--- config.mk ---
export PLATFORM = sky130hd
export DESIGN_NAME = lidar_top
export DESIGN_NICKNAME = d
export VERILOG_FILES = /design/src/lidar_pkg.sv /design/src/spi_byte_if.sv /design/src/tdc_spi_master.sv /design/src/tdc_capture.sv /design/src/sample_fifo.sv /design/src/uart_packer.sv /design/src/lidar_top.sv
export VERILOG_INCLUDE_DIRS = /design/src /design/src/src
export SDC_FILE = /design/constraint.sdc
export NUM_CORES = 1
export LEC_CHECK = 0
export ABC_AREA = 1
export BUFFER_PORTS_ARGS = -buffer_cell sky130_fd_sc_hd__buf_2
export CAP_MARGIN = 25
export CORE_MARGIN = 8
export CORE_UTILIZATION = 40
export DETAILED_ROUTE_END_ITERATION = 8
export HOLD_SLACK_MARGIN = 0.08
export SYNTH_ARGS = -nofsm -noshare
export SYNTH_HDL_FRONTEND = slang
export SYNTH_HIERARCHICAL = 1
export SYNTH_SLANG_ARGS = --single-unit
--- constraint.sdc ---
create_clock -name clk -period 7.2 [get_ports clk]
set_clock_uncertainty 0.15 [all_clocks]
set_input_delay 1.44 -clock clk [delete_from_list [all_inputs] [get_ports clk]]
set_output_delay 1.44 -clock clk [all_outputs]
set_load 0.03 [all_outputs]
--- src/lidar_params.svh ---
`ifndef LIDAR_PARAMS_SVH
`define LIDAR_PARAMS_SVH

// Clock cycles between shot attempts
`define SHOT_PERIOD 150

// Cycles allowed for the converter interrupt after a start pulse
`define INTB_TIMEOUT 100

// Clock cycles per half SPI clock period
`define SPI_CLK_DIV 2

// Clock cycles per UART bit
`define BAUD_DIV 8

// Sample FIFO holds 2**FIFO_DEPTH_LOG2 entries
`define FIFO_DEPTH_LOG2 2

// Converter result and shot tag widths
`define TOF_WIDTH 24
`define SHOT_ID_WIDTH 8

// Converter command byte, reads the TIME1 result register
`define TDC_READ_TIME1 8'h10

`endif

--- src/lidar_pkg.sv ---
`include "lidar_params.svh"

package lidar_pkg;

  // One byte on the SPI bus or the serial line
  typedef logic [7:0] byte_t;

  // Field view of a sample, shot tag in the upper byte
  typedef struct packed {
    logic [`SHOT_ID_WIDTH-1:0] shot_id;
    logic [`TOF_WIDTH-1:0]     tof;
  } sample_fields_t;

  // Capture writes through fields
  // UART reads through bytes, index 3 is the shot tag
  typedef union packed {
    sample_fields_t fields;
    byte_t [3:0]    bytes;
  } sample_u;

endpackage

--- src/spi_byte_if.sv ---
`timescale 1ns/1ns

interface spi_byte_if;
  import lidar_pkg::*;

  // Request from the capture stage
  logic  start;
  byte_t tx_byte;
  logic  cs_hold;

  // Status back from the SPI master
  logic  busy;
  // Valid once busy has dropped
  byte_t rx_byte;

  modport ctrl (
    output start, tx_byte, cs_hold,
    input  busy, rx_byte
  );

  modport master (
    input  start, tx_byte, cs_hold,
    output busy, rx_byte
  );

endinterface

--- src/tdc_spi_master.sv ---
`timescale 1ns/1ns
`include "lidar_params.svh"

module tdc_spi_master (
  input  logic clk,
  input  logic reset,
  spi_byte_if.master bus,
  input  logic tdc_dout,
  output logic tdc_mosi,
  output logic tdc_sclk,
  output logic tdc_cs
);
  import lidar_pkg::*;

  localparam int DIV_W = $clog2(`SPI_CLK_DIV + 1);

  logic [DIV_W-1:0] div_cnt;
  logic [2:0]       bit_cnt;
  byte_t            tx_shift;
  byte_t            rx_shift;
  logic             hold;

  // MSB always on the line, moves after each falling edge
  assign tdc_mosi    = tx_shift[7];
  assign bus.rx_byte = rx_shift;

  always_ff @(posedge clk) begin
    if (reset) begin
      bus.busy <= 1'b0;
      tdc_sclk <= 1'b0;
      tdc_cs   <= 1'b1;
      div_cnt  <= '0;
      bit_cnt  <= '0;
    end else if (!bus.busy) begin
      if (bus.start) begin
        // Chip select drops with the first bit already on mosi
        bus.busy <= 1'b1;
        tdc_cs   <= 1'b0;
        div_cnt  <= '0;
        bit_cnt  <= '0;
      end
    end else if (div_cnt == DIV_W'(`SPI_CLK_DIV - 1)) begin
      div_cnt <= '0;
      if (!tdc_sclk) begin
        // Rising edge, converter data is sampled here
        tdc_sclk <= 1'b1;
      end else begin
        tdc_sclk <= 1'b0;
        bit_cnt  <= bit_cnt + 3'd1;
        // Last falling edge closes the byte
        if (bit_cnt == 3'd7) begin
          bus.busy <= 1'b0;
          tdc_cs   <= ~hold;
        end
      end
    end else begin
      div_cnt <= div_cnt + 1'b1;
    end
  end

  // Shift registers and cs hold flag
  always_ff @(posedge clk) begin
    if (!bus.busy && bus.start) begin
      tx_shift <= bus.tx_byte;
      hold     <= bus.cs_hold;
    end else if (bus.busy && div_cnt == DIV_W'(`SPI_CLK_DIV - 1)) begin
      if (!tdc_sclk) begin
        rx_shift <= {rx_shift[6:0], tdc_dout};
      end else begin
        tx_shift <= {tx_shift[6:0], 1'b0};
      end
    end
  end

  // Capture side must wait for the previous byte to finish
  a_no_start_while_busy: assert property (
    @(posedge clk) disable iff (reset) bus.start |-> !bus.busy
  );

endmodule

--- src/tdc_capture.sv ---
`timescale 1ns/1ns
`include "lidar_params.svh"

module tdc_capture (
  input  logic clk,
  input  logic reset,
  input  logic tdc_intb,
  output logic tdc_start,
  spi_byte_if.ctrl spi,
  output lidar_pkg::sample_u sample,
  output logic sample_valid,
  input  logic sample_ready
);
  import lidar_pkg::*;

  localparam int TIMER_W = $clog2(`SHOT_PERIOD + 1);
  localparam int WAIT_W  = $clog2(`INTB_TIMEOUT + 1);

  typedef enum logic [2:0] {
    ST_IDLE,
    ST_WAIT_INT,
    ST_SPI_START,
    ST_SPI_WAIT,
    ST_HOLD
  } state_t;

  state_t                    state;
  logic [TIMER_W-1:0]        shot_timer;
  logic [WAIT_W-1:0]         wait_cnt;
  logic [1:0]                byte_idx;
  logic [`SHOT_ID_WIDTH-1:0] shot_cnt;
  logic                      shot_due;
  logic                      fire;

  // Timer saturates and waits for the idle state
  assign shot_due = (shot_timer == TIMER_W'(`SHOT_PERIOD - 1));
  assign fire     = (state == ST_IDLE) && shot_due;

  // Byte 0 is the read command, then three dummy bytes clock the result out
  assign spi.start   = (state == ST_SPI_START);
  assign spi.tx_byte = (byte_idx == 2'd0) ? byte_t'(`TDC_READ_TIME1) : byte_t'(0);
  assign spi.cs_hold = (byte_idx != 2'd3);

  assign sample_valid = (state == ST_HOLD);

  always_ff @(posedge clk) begin
    if (reset) begin
      state      <= ST_IDLE;
      shot_timer <= '0;
      wait_cnt   <= '0;
      byte_idx   <= '0;
      shot_cnt   <= '0;
      tdc_start  <= 1'b0;
    end else begin
      tdc_start <= fire;
      // Shot timer
      if (fire) begin
        shot_timer <= '0;
      end else if (!shot_due) begin
        shot_timer <= shot_timer + 1'b1;
      end
      case (state)
        ST_IDLE: begin
          if (fire) begin
            shot_cnt <= shot_cnt + 1'b1;
            wait_cnt <= '0;
            state    <= ST_WAIT_INT;
          end
        end
        ST_WAIT_INT: begin
          // Interrupt is active low
          if (!tdc_intb) begin
            byte_idx <= '0;
            state    <= ST_SPI_START;
          end else if (wait_cnt == WAIT_W'(`INTB_TIMEOUT - 1)) begin
            // No echo, drop this shot
            state <= ST_IDLE;
          end else begin
            wait_cnt <= wait_cnt + 1'b1;
          end
        end
        ST_SPI_START: begin
          state <= ST_SPI_WAIT;
        end
        ST_SPI_WAIT: begin
          if (!spi.busy) begin
            if (byte_idx == 2'd3) begin
              state <= ST_HOLD;
            end else begin
              byte_idx <= byte_idx + 2'd1;
              state    <= ST_SPI_START;
            end
          end
        end
        ST_HOLD: begin
          // Held until the FIFO takes it
          if (sample_ready) begin
            state <= ST_IDLE;
          end
        end
        default: state <= ST_IDLE;
      endcase
    end
  end

  // Sample assembly through the field view
  always_ff @(posedge clk) begin
    if (fire) begin
      sample.fields.shot_id <= shot_cnt;
    end
    // Read bytes arrive MSB first
    if (state == ST_SPI_WAIT && !spi.busy && byte_idx != 2'd0) begin
      sample.fields.tof <= {sample.fields.tof[`TOF_WIDTH-9:0], spi.rx_byte};
    end
  end

  a_sample_stable: assert property (
    @(posedge clk) disable iff (reset)
    sample_valid && !sample_ready |=> sample_valid && $stable(sample)
  );

endmodule

--- src/sample_fifo.sv ---
`timescale 1ns/1ns
`include "lidar_params.svh"

module sample_fifo (
  input  logic clk,
  input  logic reset,
  input  lidar_pkg::sample_u in_data,
  input  logic in_valid,
  output logic in_ready,
  output lidar_pkg::sample_u out_data,
  output logic out_valid,
  input  logic out_ready
);
  import lidar_pkg::*;

  localparam int PTR_W = `FIFO_DEPTH_LOG2;
  localparam int CNT_W = `FIFO_DEPTH_LOG2 + 1;
  localparam int DEPTH = 1 << `FIFO_DEPTH_LOG2;

  sample_u          mem [DEPTH];
  logic [PTR_W-1:0] wr_ptr;
  logic [PTR_W-1:0] rd_ptr;
  logic [CNT_W-1:0] count;
  logic             push;
  logic             pop;

  // Flags straight from the fill level
  assign in_ready  = (count != CNT_W'(DEPTH));
  assign out_valid = (count != '0);
  assign out_data  = mem[rd_ptr];

  assign push = in_valid && in_ready;
  assign pop  = out_valid && out_ready;

  always_ff @(posedge clk) begin
    if (push) begin
      mem[wr_ptr] <= in_data;
    end
  end

  always_ff @(posedge clk) begin
    if (reset) begin
      wr_ptr <= '0;
      rd_ptr <= '0;
      count  <= '0;
    end else begin
      // Pointers wrap naturally at the power-of-two depth
      if (push) wr_ptr <= wr_ptr + 1'b1;
      if (pop)  rd_ptr <= rd_ptr + 1'b1;
      if (push && !pop) begin
        count <= count + 1'b1;
      end else if (pop && !push) begin
        count <= count - 1'b1;
      end
    end
  end

  // A write never lands on the oldest unread entry
  a_no_write_when_full: assert property (
    @(posedge clk) disable iff (reset)
    push |-> (wr_ptr != rd_ptr) || (count == '0)
  );

endmodule

--- src/uart_packer.sv ---
`timescale 1ns/1ns
`include "lidar_params.svh"

module uart_packer (
  input  logic clk,
  input  logic reset,
  input  lidar_pkg::sample_u sample,
  input  logic sample_valid,
  output logic sample_ready,
  output logic serial_out
);
  import lidar_pkg::*;

  localparam int BAUD_W = $clog2(`BAUD_DIV + 1);

  logic              frame_active;
  sample_u           data;
  logic [1:0]        byte_idx;
  logic [3:0]        bit_cnt;
  logic [BAUD_W-1:0] baud_cnt;
  // Stop bit above the data byte, LSB goes out first
  logic [8:0]        shifter;
  logic              baud_tick;

  assign sample_ready = !frame_active;
  assign baud_tick    = (baud_cnt == BAUD_W'(`BAUD_DIV - 1));

  always_ff @(posedge clk) begin
    if (reset) begin
      frame_active <= 1'b0;
      serial_out   <= 1'b1;
      byte_idx     <= '0;
      bit_cnt      <= '0;
      baud_cnt     <= '0;
    end else if (!frame_active) begin
      if (sample_valid) begin
        // Start bit of the shot tag byte
        frame_active <= 1'b1;
        serial_out   <= 1'b0;
        byte_idx     <= 2'd3;
        bit_cnt      <= '0;
        baud_cnt     <= '0;
      end
    end else if (baud_tick) begin
      baud_cnt <= '0;
      if (bit_cnt == 4'd9) begin
        // Stop bit done
        if (byte_idx == 2'd0) begin
          frame_active <= 1'b0;
        end else begin
          byte_idx   <= byte_idx - 2'd1;
          serial_out <= 1'b0;
          bit_cnt    <= '0;
        end
      end else begin
        serial_out <= shifter[0];
        bit_cnt    <= bit_cnt + 4'd1;
      end
    end else begin
      baud_cnt <= baud_cnt + 1'b1;
    end
  end

  // Payload side, byte view of the latched sample
  always_ff @(posedge clk) begin
    if (!frame_active && sample_valid) begin
      data    <= sample;
      shifter <= {1'b1, sample.bytes[3]};
    end else if (frame_active && baud_tick) begin
      if (bit_cnt == 4'd9) begin
        shifter <= {1'b1, data.bytes[byte_idx - 2'd1]};
      end else begin
        shifter <= {1'b1, shifter[8:1]};
      end
    end
  end

  // Line idles high between samples
  a_idle_high: assert property (
    @(posedge clk) disable iff (reset) !frame_active |-> serial_out
  );

endmodule

--- src/lidar_top.sv ---
`timescale 1ns/1ns

module lidar_top (
  input  logic clk,
  input  logic reset,
  input  logic tdc_intb,
  input  logic tdc_dout,
  output logic tdc_start,
  output logic tdc_cs,
  output logic tdc_sclk,
  output logic tdc_mosi,
  output logic serial_out
);
  import lidar_pkg::*;

  // Capture to FIFO
  sample_u cap_sample;
  logic    cap_valid;
  logic    cap_ready;
  // FIFO to UART
  sample_u fifo_sample;
  logic    fifo_valid;
  logic    fifo_ready;

  spi_byte_if spi_bus ();

  tdc_capture tdc_capture_inst (
    .clk          (clk),
    .reset        (reset),
    .tdc_intb     (tdc_intb),
    .tdc_start    (tdc_start),
    .spi          (spi_bus.ctrl),
    .sample       (cap_sample),
    .sample_valid (cap_valid),
    .sample_ready (cap_ready)
  );

  tdc_spi_master tdc_spi_master_inst (
    .clk      (clk),
    .reset    (reset),
    .bus      (spi_bus.master),
    .tdc_dout (tdc_dout),
    .tdc_mosi (tdc_mosi),
    .tdc_sclk (tdc_sclk),
    .tdc_cs   (tdc_cs)
  );

  sample_fifo sample_fifo_inst (
    .clk       (clk),
    .reset     (reset),
    .in_data   (cap_sample),
    .in_valid  (cap_valid),
    .in_ready  (cap_ready),
    .out_data  (fifo_sample),
    .out_valid (fifo_valid),
    .out_ready (fifo_ready)
  );

  uart_packer uart_packer_inst (
    .clk          (clk),
    .reset        (reset),
    .sample       (fifo_sample),
    .sample_valid (fifo_valid),
    .sample_ready (fifo_ready),
    .serial_out   (serial_out)
  );

endmodule

After elaboration in Yosys (flattened, before gate mapping)
Memory sizes are Yosys's and may differ from the RTL's. A register that Yosys moved wholly into a read port is not among the register bits.
Index checks and enable logic that the tools add are counted.
{"block": "word_totals", "regBits": 146, "mem_bits_rw": 128, "in_bits": 4, "output_inout_bits": 5, "elab_cells": 182, "n_memories": 1}
{"memory": "sample_fifo_inst.mem", "depth": 4, "width": 32, "read_ports": 1, "rd_clocked_by_memory_dff": 1, "wr": 1, "line": "sample_fifo.sv:20", "text": "sample_u mem [DEPTH];"}
{"block": "classes", "addsub": 13, "order_cmp": 1, "n_eq_ne": 28, "muxes": 70, "bitwise_logic": 3, "reduce_logical": 39}
{"cell": "2-to-1 mux 8 bit", "n": 7}
{"cell": "2-to-1 mux 3 bit", "n": 12}
{"cell": "2-to-1 mux 4 bit", "n": 7}
{"cell": "2-to-1 mux 2 bit", "n": 13}
{"cell": "inequality test 2 bit (second input constant)", "n": 13}
{"cell": "2-to-1 mux 1 bit", "n": 23}
{"cell": "2-to-1 mux 7 bit", "n": 3}
{"cell": "AND reduction 4 bit", "n": 5}
{"cell": "nonzero test 2 bit", "n": 9}
{"cell": "adder 8 x 1 -> 8 bit (second input constant)", "n": 2}
{"cell": "binary-select mux 8 bit (select 2 bit)", "n": 1}
{"cell": "one-hot mux 3 bit (5 select lines)", "n": 1}
{"cell": "one-hot mux 7 bit (2 select lines)", "n": 1}
{"cell": "logical AND 1 bit", "n": 10}
{"cell": "AND reduction 3 bit", "n": 3}
{"cell": "adder 2 x 1 -> 2 bit (second input constant)", "n": 4}
{"cell": "adder 4 x 1 -> 4 bit (second input constant)", "n": 2}
{"cell": "== test 8 bit (second input constant)", "n": 1}
{"cell": "adder 7 x 1 -> 7 bit (second input constant)", "n": 1}
{"cell": "== test 7 bit (second input constant)", "n": 1}
{"cell": "adder 3 x 1 -> 3 bit (second input constant)", "n": 2}
{"cell": "== test 3 x 2 -> 1 bit (second input constant)", "n": 2}
{"cell": "== test 3 bit (second input constant)", "n": 2}
{"cell": "inequality test 3 bit (second input constant)", "n": 2}
{"cell": "19 further kinds", "n": 27}

Depth between registers and ports, before layout
Gate-level depths: netlist of the first run.
{"block": "depth", "word_depth": 6, "depth_mapped": 13, "depth_no_buf": 13}

Cells and area by module
Netlist of the first run, hierarchy kept.
{"mod": "sample_fifo", "instances": 1, "cells_per_inst": 377, "area_per_inst_um2": 5270.1}
{"mod": "tdc_capture", "instances": 1, "cells_per_inst": 291, "area_per_inst_um2": 2691.3}
{"mod": "uart_packer", "instances": 1, "cells_per_inst": 235, "area_per_inst_um2": 2343.5}
{"mod": "tdc_spi_master", "instances": 1, "cells_per_inst": 92, "area_per_inst_um2": 1039.7}

Least setup slack after synthesis of the first run
OpenSTA, ideal clock, no wires.
{"block": "synth_timing", "path_kind": "reg2reg", "start": "register tdc_capture_inst.state[1]", "end": "register tdc_capture_inst/sample[0] in the netlist's numbering (enable)", "setup_ns": 0.435, "arrival_time_ns": 2.368, "setup_slack_ns": 4.247, "path_stages_with_launch": 5, "n_path_buf": 0, "cell_sequence": "dfxtp_1 nand2_1 nor2_2 inv_1 nor3_1"}
{"block": "synth_via", "elab_chain_len": 3}
{"item": "start: declaration", "line": "tdc_capture.sv:27", "text": "state_t state;"}
{"item": "start signal: assignment", "line": "tdc_capture.sv:48", "text": "state <= ST_IDLE;"}
{"item": "start signal: assignment", "line": "tdc_capture.sv:67", "text": "state <= ST_WAIT_INT;"}
{"item": "start signal: assignment", "line": "tdc_capture.sv:74", "text": "state <= ST_SPI_START;"}
{"item": "== test 3 x 2 -> 1 bit", "line": "tdc_capture.sv:112", "text": "if (state == ST_SPI_WAIT && !spi.busy && byte_idx != 2'd0) begin"}
{"item": "logical AND 1 bit (2 in series)", "line": "tdc_capture.sv:112"}
{"item": "end: declaration", "line": "tdc_capture.sv:10", "text": "output lidar_pkg::sample_u sample,"}
No other way between the ends.
A chain may end at the register's enable or synchronous reset.

Worst setup path after layout of the first run
{"block": "layout_timing", "start": "register tdc_spi_master_inst.tdc_sclk", "end": "output tdc_sclk"}
{"item": "start: declaration", "line": "tdc_spi_master.sv:10", "text": "output logic tdc_sclk,"}
{"item": "start signal: assignment", "line": "tdc_spi_master.sv:30", "text": "tdc_sclk <= 1'b0;"}
{"item": "start signal: assignment", "line": "tdc_spi_master.sv:46", "text": "tdc_sclk <= 1'b1;"}
{"item": "start signal: assignment", "line": "tdc_spi_master.sv:48", "text": "tdc_sclk <= 1'b0;"}
{"item": "end: declaration", "line": "lidar_top.sv:10", "text": "output logic tdc_sclk,"}
No word-level cell between the ends.

==> metrics, run 1 <==
status complete, no violations; complex-gate fraction of the synthesized area 0.0819; commonest non-fill, non-tap cells in the layout 217 x edfxtp_1, 164 x nor2_1, 154 x nand2_1, 62 x inv_1, 57 x dfxtp_1; total CTS buffers 29; effective utilization at floorplan 0.407; period utilization 0.395; actual slew at the worst max-slew pin 0.868 ns; capturing point of the worst reg2reg path uart_packer_inst/shifter[0]; CTS tree yes; CTS Hold Buffers Added 0; 1st-pass router iterations 5; Yosys reg bits 275; crit-path leading delay family flip-flops; maximum level of the CTS H-tree 1; fraction of registers with async set/reset 0; share of synthesized cell area in and, or, nand and nor gates 0.162; Final setup viols 0; most common cell after layout, fill and taps aside edfxtp_1; maximum number of pins on one net before global-route repair 66; number of primary I/O pins 9; CP max stage cell dfxtp_1; number of instances in the synthesized netlist 995; share of cell area taken by muxes after synthesis 0; headroom to the max-slew limit 0.421; mean cell area of the mapped netlist 11.4 µm²; type of the setup path with the least slack reg2out; hold-critical path endpoint tdc_capture_inst/sample[7]; routability congestion estimate 0.772; Cell Count, Final, Fillers Out 1407; primary flip-flop cell chosen by synthesis mapping edfxtp_1; required time reported for the critical path endpoint 5.61 ns; Via-to-Cell Ratio 4.86; number of antenna violations at the first check in global routing 0; number of gates resized after cts 0; number of max-slew violations in the final report 0; max-capacitance violation count 0; number of vias in the routed layout 6843; worst hold path stage count 0; final antenna-violating net count 0; per-cell routed wire length 14.7 µm; Fmax 0.352 GHz; data arrival time at the worst-slack endpoint 1.25 ns; number of buffers inserted to repair setup after CTS 0; CP max stage delay 0.45 ns; cell leakage power 4.46 nW; power per standard cell area 368 nW/µm²; hold violation count in the final report 0; Congestion Overflow GR 0; cell depth of the worst setup path 1; portion of synthesized cell area occupied by the leading cell type 0.574; Row Count 61; share of the yosys chip area belonging to registers 0.677; die outline area 34000 µm²; clock-pin slew on the worst setup and hold paths 0.06 ns; fraction of the mapped netlist area in adder cells 0.0205; sinks on the clock net 275; width of the chip 184 µm; xor/xnor cell area share of the yosys netlist 0.00463; top area cells in the synthesized netlist edfxtp_1 57%, dfxtp_1 10%, nor2_1 5.6%; path depth of the worst reg2reg path 8; shortest clock period the worst path allows after layout 2.84 ns; crit-path cells buf_2; Critical Path Source Type flip-flop; buffering stage count on the worst path with inverters included 1; largest family of logic cells by synthesized area simple AND/OR/NAND/NOR gates; total number of nets in the final design 1033; final WL 20.7 mm; Antenna Diode Count 0; number of violations reported at the end of detailed-routing iteration 0 430; CTS root buffer clkbuf_16; Reg2Reg Setup Slack 4.59 ns; total routing usage reported by global routing 0.123; Post-Syn Area 11300 µm²; setup repair after global routing missed its margin no; Layout Area Growth over Synthesis 11.0%; height of the die 184 µm; Detail Placement HPWL 12.7 mm; total negative setup slack 0 ns; maximum buffer depth of the clock tree 3; Filler Cell Count 2523; worst hold-check path type reg2reg; Port Buffers 8; number of remaining DRC errors 0; Post-synth EDFFs 217; count of unique library cells instantiated by Yosys 47; Post-Place Cells 1358; Clk Latency, worst-skew pair 0.53 ns; largest vdd supply drop 0.207 mV; Critical Path Sink Type output pin; Synth warnings 6; fraction of layout instances using a drive strength above 1 0.102; cell accounting for the most synthesized area edfxtp_1; vias in the first global route 6471; core region area 27900 µm²; source of the worst register-to-register timing path uart_packer_inst/byte_idx[0]; top fanout value on the critical path 7; startpoint of the lowest-slack hold path tdc_spi_master_inst/bus.rx_byte[7]; global-route wire length before repair 33.9 mm
final cells by class:
class	count	area, µm²	area share
Multi-Input combinational cell	613	3110	0.247
Timing Repair Buffer	16	165	0.0131
Inverter	76	304	0.0241
Tap cell	378	473	0.0376
Sequential cell	275	7680	0.610
Clock buffer	40	777	0.0617
Clock inverter	9	82.6	0.00656
state kept, by name, indices dropped and copies added (netlist names), 4 cells and up, named ones only:
| register | cells |
|---|---|
| tdc_spi_master_inst/tx_shift | 8 |
| tdc_capture_inst/shot_timer | 8 |
| tdc_capture_inst/sample | 32 |
| tdc_spi_master_inst/bus.rx_byte | 8 |
| tdc_capture_inst/shot_cnt | 8 |
| uart_packer_inst/shifter | 8 |
| tdc_capture_inst/wait_cnt | 7 |
| uart_packer_inst/baud_cnt | 4 |
| sample_fifo_inst/mem | 128 |
| uart_packer_inst/bit_cnt | 4 |
| uart_packer_inst/data | 32 |
cells by family after synthesis:
group / Yosys count
AND/OR/NAND/NOR: 417
flip-flops: 275
AO/OA/AOI/OAI: 165
buffers and inverters: 113
adder cells (fa/ha/maj): 18
XOR/XNOR: 6
other: 1
through the flow:
stage | hold slack, ns | worst slack [ns] | area [µm²] | power, mW | utilization
after floorplan | 0.250 | 4.25 | 11400 | 3.07 | -
after global placement | 0.259 | 4.15 | 11600 | 3.29 | 0.418
after detailed placement | 0.257 | 4.10 | 11700 | 3.33 | 0.421
after CTS | 0.263 | 4.30 | 12600 | 4.70 | 0.452
after global routing | 0.278 | 4.25 | 12600 | 4.93 | 0.452
final | 0.261 | 4.36 | 12600 | 4.64 | 0.452
worst max-delay path by stage:
stage	start	endpoint
global placement	reset	tdc_capture_inst/shot_timer[6]
CTS	tdc_spi_master_inst/tdc_sclk	tdc_sclk
detailed placement	reset	tdc_capture_inst/shot_timer[6]
finish	tdc_spi_master_inst/tdc_sclk	tdc_sclk
global route	tdc_spi_master_inst/tdc_sclk	tdc_sclk
floorplan	tdc_capture_inst/state[1]	tdc_capture_inst/sample[0]
per-layer routing:
metal  vias to the layer above  track usage  wire [µm]
met2                       102        0.202       9680
met3                        30       0.0224        870
met5                         -            0          0
met4                         0       0.0352        325
li1                       3472            -          -
met1                      3239        0.164       9830
synthesized netlist by cell type (8+ instances only):
master and n:
a21oi_1 27, buf_2 9, buf_4 11, buf_6 14
dfxtp_1 58, edfxtp_1 217, ha_1 17, inv_1 62
inv_2 8, nand2_1 154, nand3_1 44, nand4_1 9
nor2_1 168, nor3_1 8, o211ai_1 8, o21ai_0 56
o21ai_1 31, o22ai_1 33
report_power, final:
part / internal [mW] / switching, mW
sequential: 2.04 / 0.126
clock: 0.785 / 0.577
combinational: 0.337 / 0.777
(Power assumes the default switching activity.)
==> run 2, diff against run 1 <==
--- a/config.mk
+++ b/config.mk
@@ -6,7 +6,7 @@
 export SDC_FILE = /design/constraint.sdc
 export NUM_CORES = 1
 export LEC_CHECK = 0
-export ABC_AREA = 1
+export ABC_AREA = 0
 export BUFFER_PORTS_ARGS = -buffer_cell sky130_fd_sc_hd__buf_2
 export CAP_MARGIN = 25
 export CORE_MARGIN = 8
==> constraint.sdc (replaced) <==
create_clock -name clk -period 2.6 [get_ports clk]
set_clock_uncertainty 0.15 [all_clocks]
set_input_delay 0.52 -clock clk [delete_from_list [all_inputs] [get_ports clk]]
set_output_delay 0.52 -clock clk [all_outputs]
set_load 0.03 [all_outputs]
==> metrics, run 2 <==
sinks on the clock net 275; Clk network pwr share 0.352; Layout Utilization 0.457; crit-path leading delay family adder cells; cell with the most instances after synthesis edfxtp_1; combinational fraction of design power 0.156; 1st-pass router iterations 5; Critical Path Sink Type flip-flop; maximum level of the CTS H-tree 1; Antenna Diode Count 0; power per standard cell area 889 nW/µm²; Internal Dissipation 8.25 mW; period utilization 0.930; Port Buffers 8; top fanout value on the critical path 7; vias in the first global route 5830; worst slack at placement 0.0393 ns; worst hold-check path type in2reg; status complete, no violations; switching power of the nets 2.67 mW; setup repair after global routing missed its margin no; source of the worst register-to-register timing path tdc_capture_inst/state[2]; Layout Area Growth over Synthesis 12.3%; routability congestion estimate 0.731; actual slew at the worst max-slew pin 0.700 ns; shortest clock period the worst path allows after layout 2.42 ns; hold violation count in the final report 0; height of the die 181 µm; total negative setup slack 0 ns; maximum buffer depth of the clock tree 3; fraction of power spent switching nets 0.244; number of violations reported at the end of detailed-routing iteration 0 278; Detail Placement HPWL 11.7 mm; number of antenna violations at the first check in global routing 0; startpoint of the lowest-slack hold path tdc_intb; Yosys reg bits 275; Congestion Overflow GR 0; count of unique library cells instantiated by Yosys 80; Synth warnings 6; Critical Path Source Type flip-flop; number of vias in the routed layout 5591; total CTS buffers 28; fraction of registers with async set/reset 0; commonest non-fill, non-tap cells in the layout 217 x edfxtp_1, 57 x dfxtp_1, 46 x nand2_1, 38 x mux4_2, 37 x nor2_1; die outline area 32900 µm²; crit-path cells nor3b_2 > a21boi_4 > ha_1 > inv_1 > fa_1 > xor2_1 > or3_1 > a21oi_1; share of the yosys chip area belonging to registers 0.702; effective utilization at floorplan 0.407; max FFs per register 128; CP max stage cell fa_1; Post-Syn Area 10900 µm²; CP max stage delay 0.39 ns; number of primary I/O pins 9; total number of nets in the final design 721; total routing usage reported by global routing 0.114; number of buffers inserted to repair setup after CTS 0; Final setup viols 0; Fmax 0.413 GHz; top area cells in the synthesized netlist edfxtp_1 60%, dfxtp_1 11%, mux4_2 7.8%; Via-to-Cell Ratio 5.27; cell accounting for the most synthesized area edfxtp_1; clock-pin slew on the worst setup and hold paths 0.06 ns; global-route wire length before repair 30.4 mm; number of instances in the synthesized netlist 669; Clk Latency, worst-skew pair 0.53 ns; top cells by count, synth 217 x edfxtp_1, 58 x dfxtp_1, 46 x nand2_1, 38 x mux4_2, 37 x nor2_1; worst setup path startpoint tdc_capture_inst/state[2]; portion of synthesized cell area occupied by the leading cell type 0.596; number of remaining DRC errors 0; type of the setup path with the least slack reg2reg; buffering stage count on the worst path with inverters included 1; register ranked first by flip-flop count sample_fifo_inst/mem; registers with the most flip-flops sample_fifo_inst/mem x128, tdc_capture_inst/sample x32, uart_packer_inst/data x32; final antenna-violating net count 0; Row Count 60; final WL 18.7 mm; post-route setup slack 0.181 ns; CTS root buffer clkbuf_16; cell leakage power 4.03 nW; per-cell routed wire length 17.6 µm; fraction of layout instances using a drive strength above 1 0.185; largest vdd supply drop 0.788 mV; max-capacitance violation count 0; CTS tree yes; data arrival time at the worst-slack endpoint 2.73 ns; required time reported for the critical path endpoint 2.91 ns; width of the chip 181 µm; Post-synth EDFFs 217; Filler Cell Count 2296; number of max-slew violations in the final report 0; mean cell area of the mapped netlist 16.3 µm²; headroom to the max-slew limit 0.532; Reg power frac 0.493; most common cell after layout, fill and taps aside edfxtp_1; core region area 26900 µm²; primary flip-flop cell chosen by synthesis mapping edfxtp_1; maximum number of pins on one net before global-route repair 36
run 2: cell types whose count changed after synthesis, sizes merged, moves of 9 or more:
cell,previous run,this run
inv,74,25
nand3,48,24
xor2,2,11
mux4,0,40
o21ai,87,8
o22ai,33,1
nor2,175,37
buf,35,26
nand2,167,46
run 2: cell type report:
| class | count | area (µm²) | area share |
|---|---|---|---|
| clock buffers | 39 | 783 | 0.0638 |
| clock inverters | 11 | 109 | 0.00886 |
| inverters | 25 | 93.8 | 0.00764 |
| multi-input cells | 342 | 2940 | 0.240 |
| flip-flops and latches | 275 | 7680 | 0.625 |
| well taps | 341 | 427 | 0.0347 |
| repair buffers | 27 | 248 | 0.0202 |
run 2: cells by family (layout without fill, tap and decap cells):
family / after synthesis / after routing / share of synthesized area
AOI/OAI and AO/OA: 74 / 74 / 0.0492
xor gates and xnor gates: 15 / 15 / 0.0120
adders and majority gates: 18 / 18 / 0.0213
buffers and inverters: 58 / 102 / 0.0322
DFF: 275 / 275 / 0.702
muxes: 46 / 46 / 0.0888
other: 1 / 7 / 0.000343
and+or+nand+nor: 182 / 182 / 0.0940
run 2: per-layer routing:
metal,routed length (µm),GRT usage
met5,0,0
met4,434,0.0423
met3,697,0.0193
met2,9550,0.201
met1,7990,0.138
run 2: timing repair:
action / CTS / global route
endpoints found under the hold margin: 1 / 0
setup endpoints to repair: 0 / 1
gates resized for setup: 0 / 1
hold buffers: 1 / 0
run 2: worst paths after layout:
path / slack [ns] / cells past startpoint / to
hold reg to reg: 0.30 / 0 / tdc_spi_master_inst/bus.rx_byte[1]
setup / recovery: 0.18 / 8 / sample_fifo_inst/count[2]
setup reg to reg: 0.18 / 8 / sample_fifo_inst/count[2]
hold / removal: 0.25 / 3 / tdc_capture_inst/wait_cnt[0]
run 2: tightest hold or removal path, delay by kind of cell:
family	cells	cell delay [ns]
compound gates	1	0.12
mux	1	0.09
buf+inv	1	0.14
run 2: power groups by stage:
stage / clock, mW / sequential [mW] / combinational, mW
6_report: 3.84 / 5.38 / 1.70
5_1_grt: 4.09 / 5.42 / 1.85
4_1_cts: 3.93 / 5.38 / 1.72
3_5_place_dp: 0 / 5.48 / 1.71
3_3_place_gp: 0 / 5.47 / 1.67
2_1_floorplan: 0 / 5.39 / 1.43
run 2: metrics by stage:
step | instances | instance area, µm² | hold slack [ns] | total power, mW
2_1_floorplan | 675 | 11000 | 0.250 | 6.82
3_3_place_gp | 1009 | 11400 | 0.284 | 7.13
3_5_place_dp | 1009 | 11400 | 0.289 | 7.19
4_1_cts | 1060 | 12300 | 0.226 | 11.0
5_1_grt | 1060 | 12300 | 0.256 | 11.4
6_report | 1060 | 12300 | 0.246 | 10.9
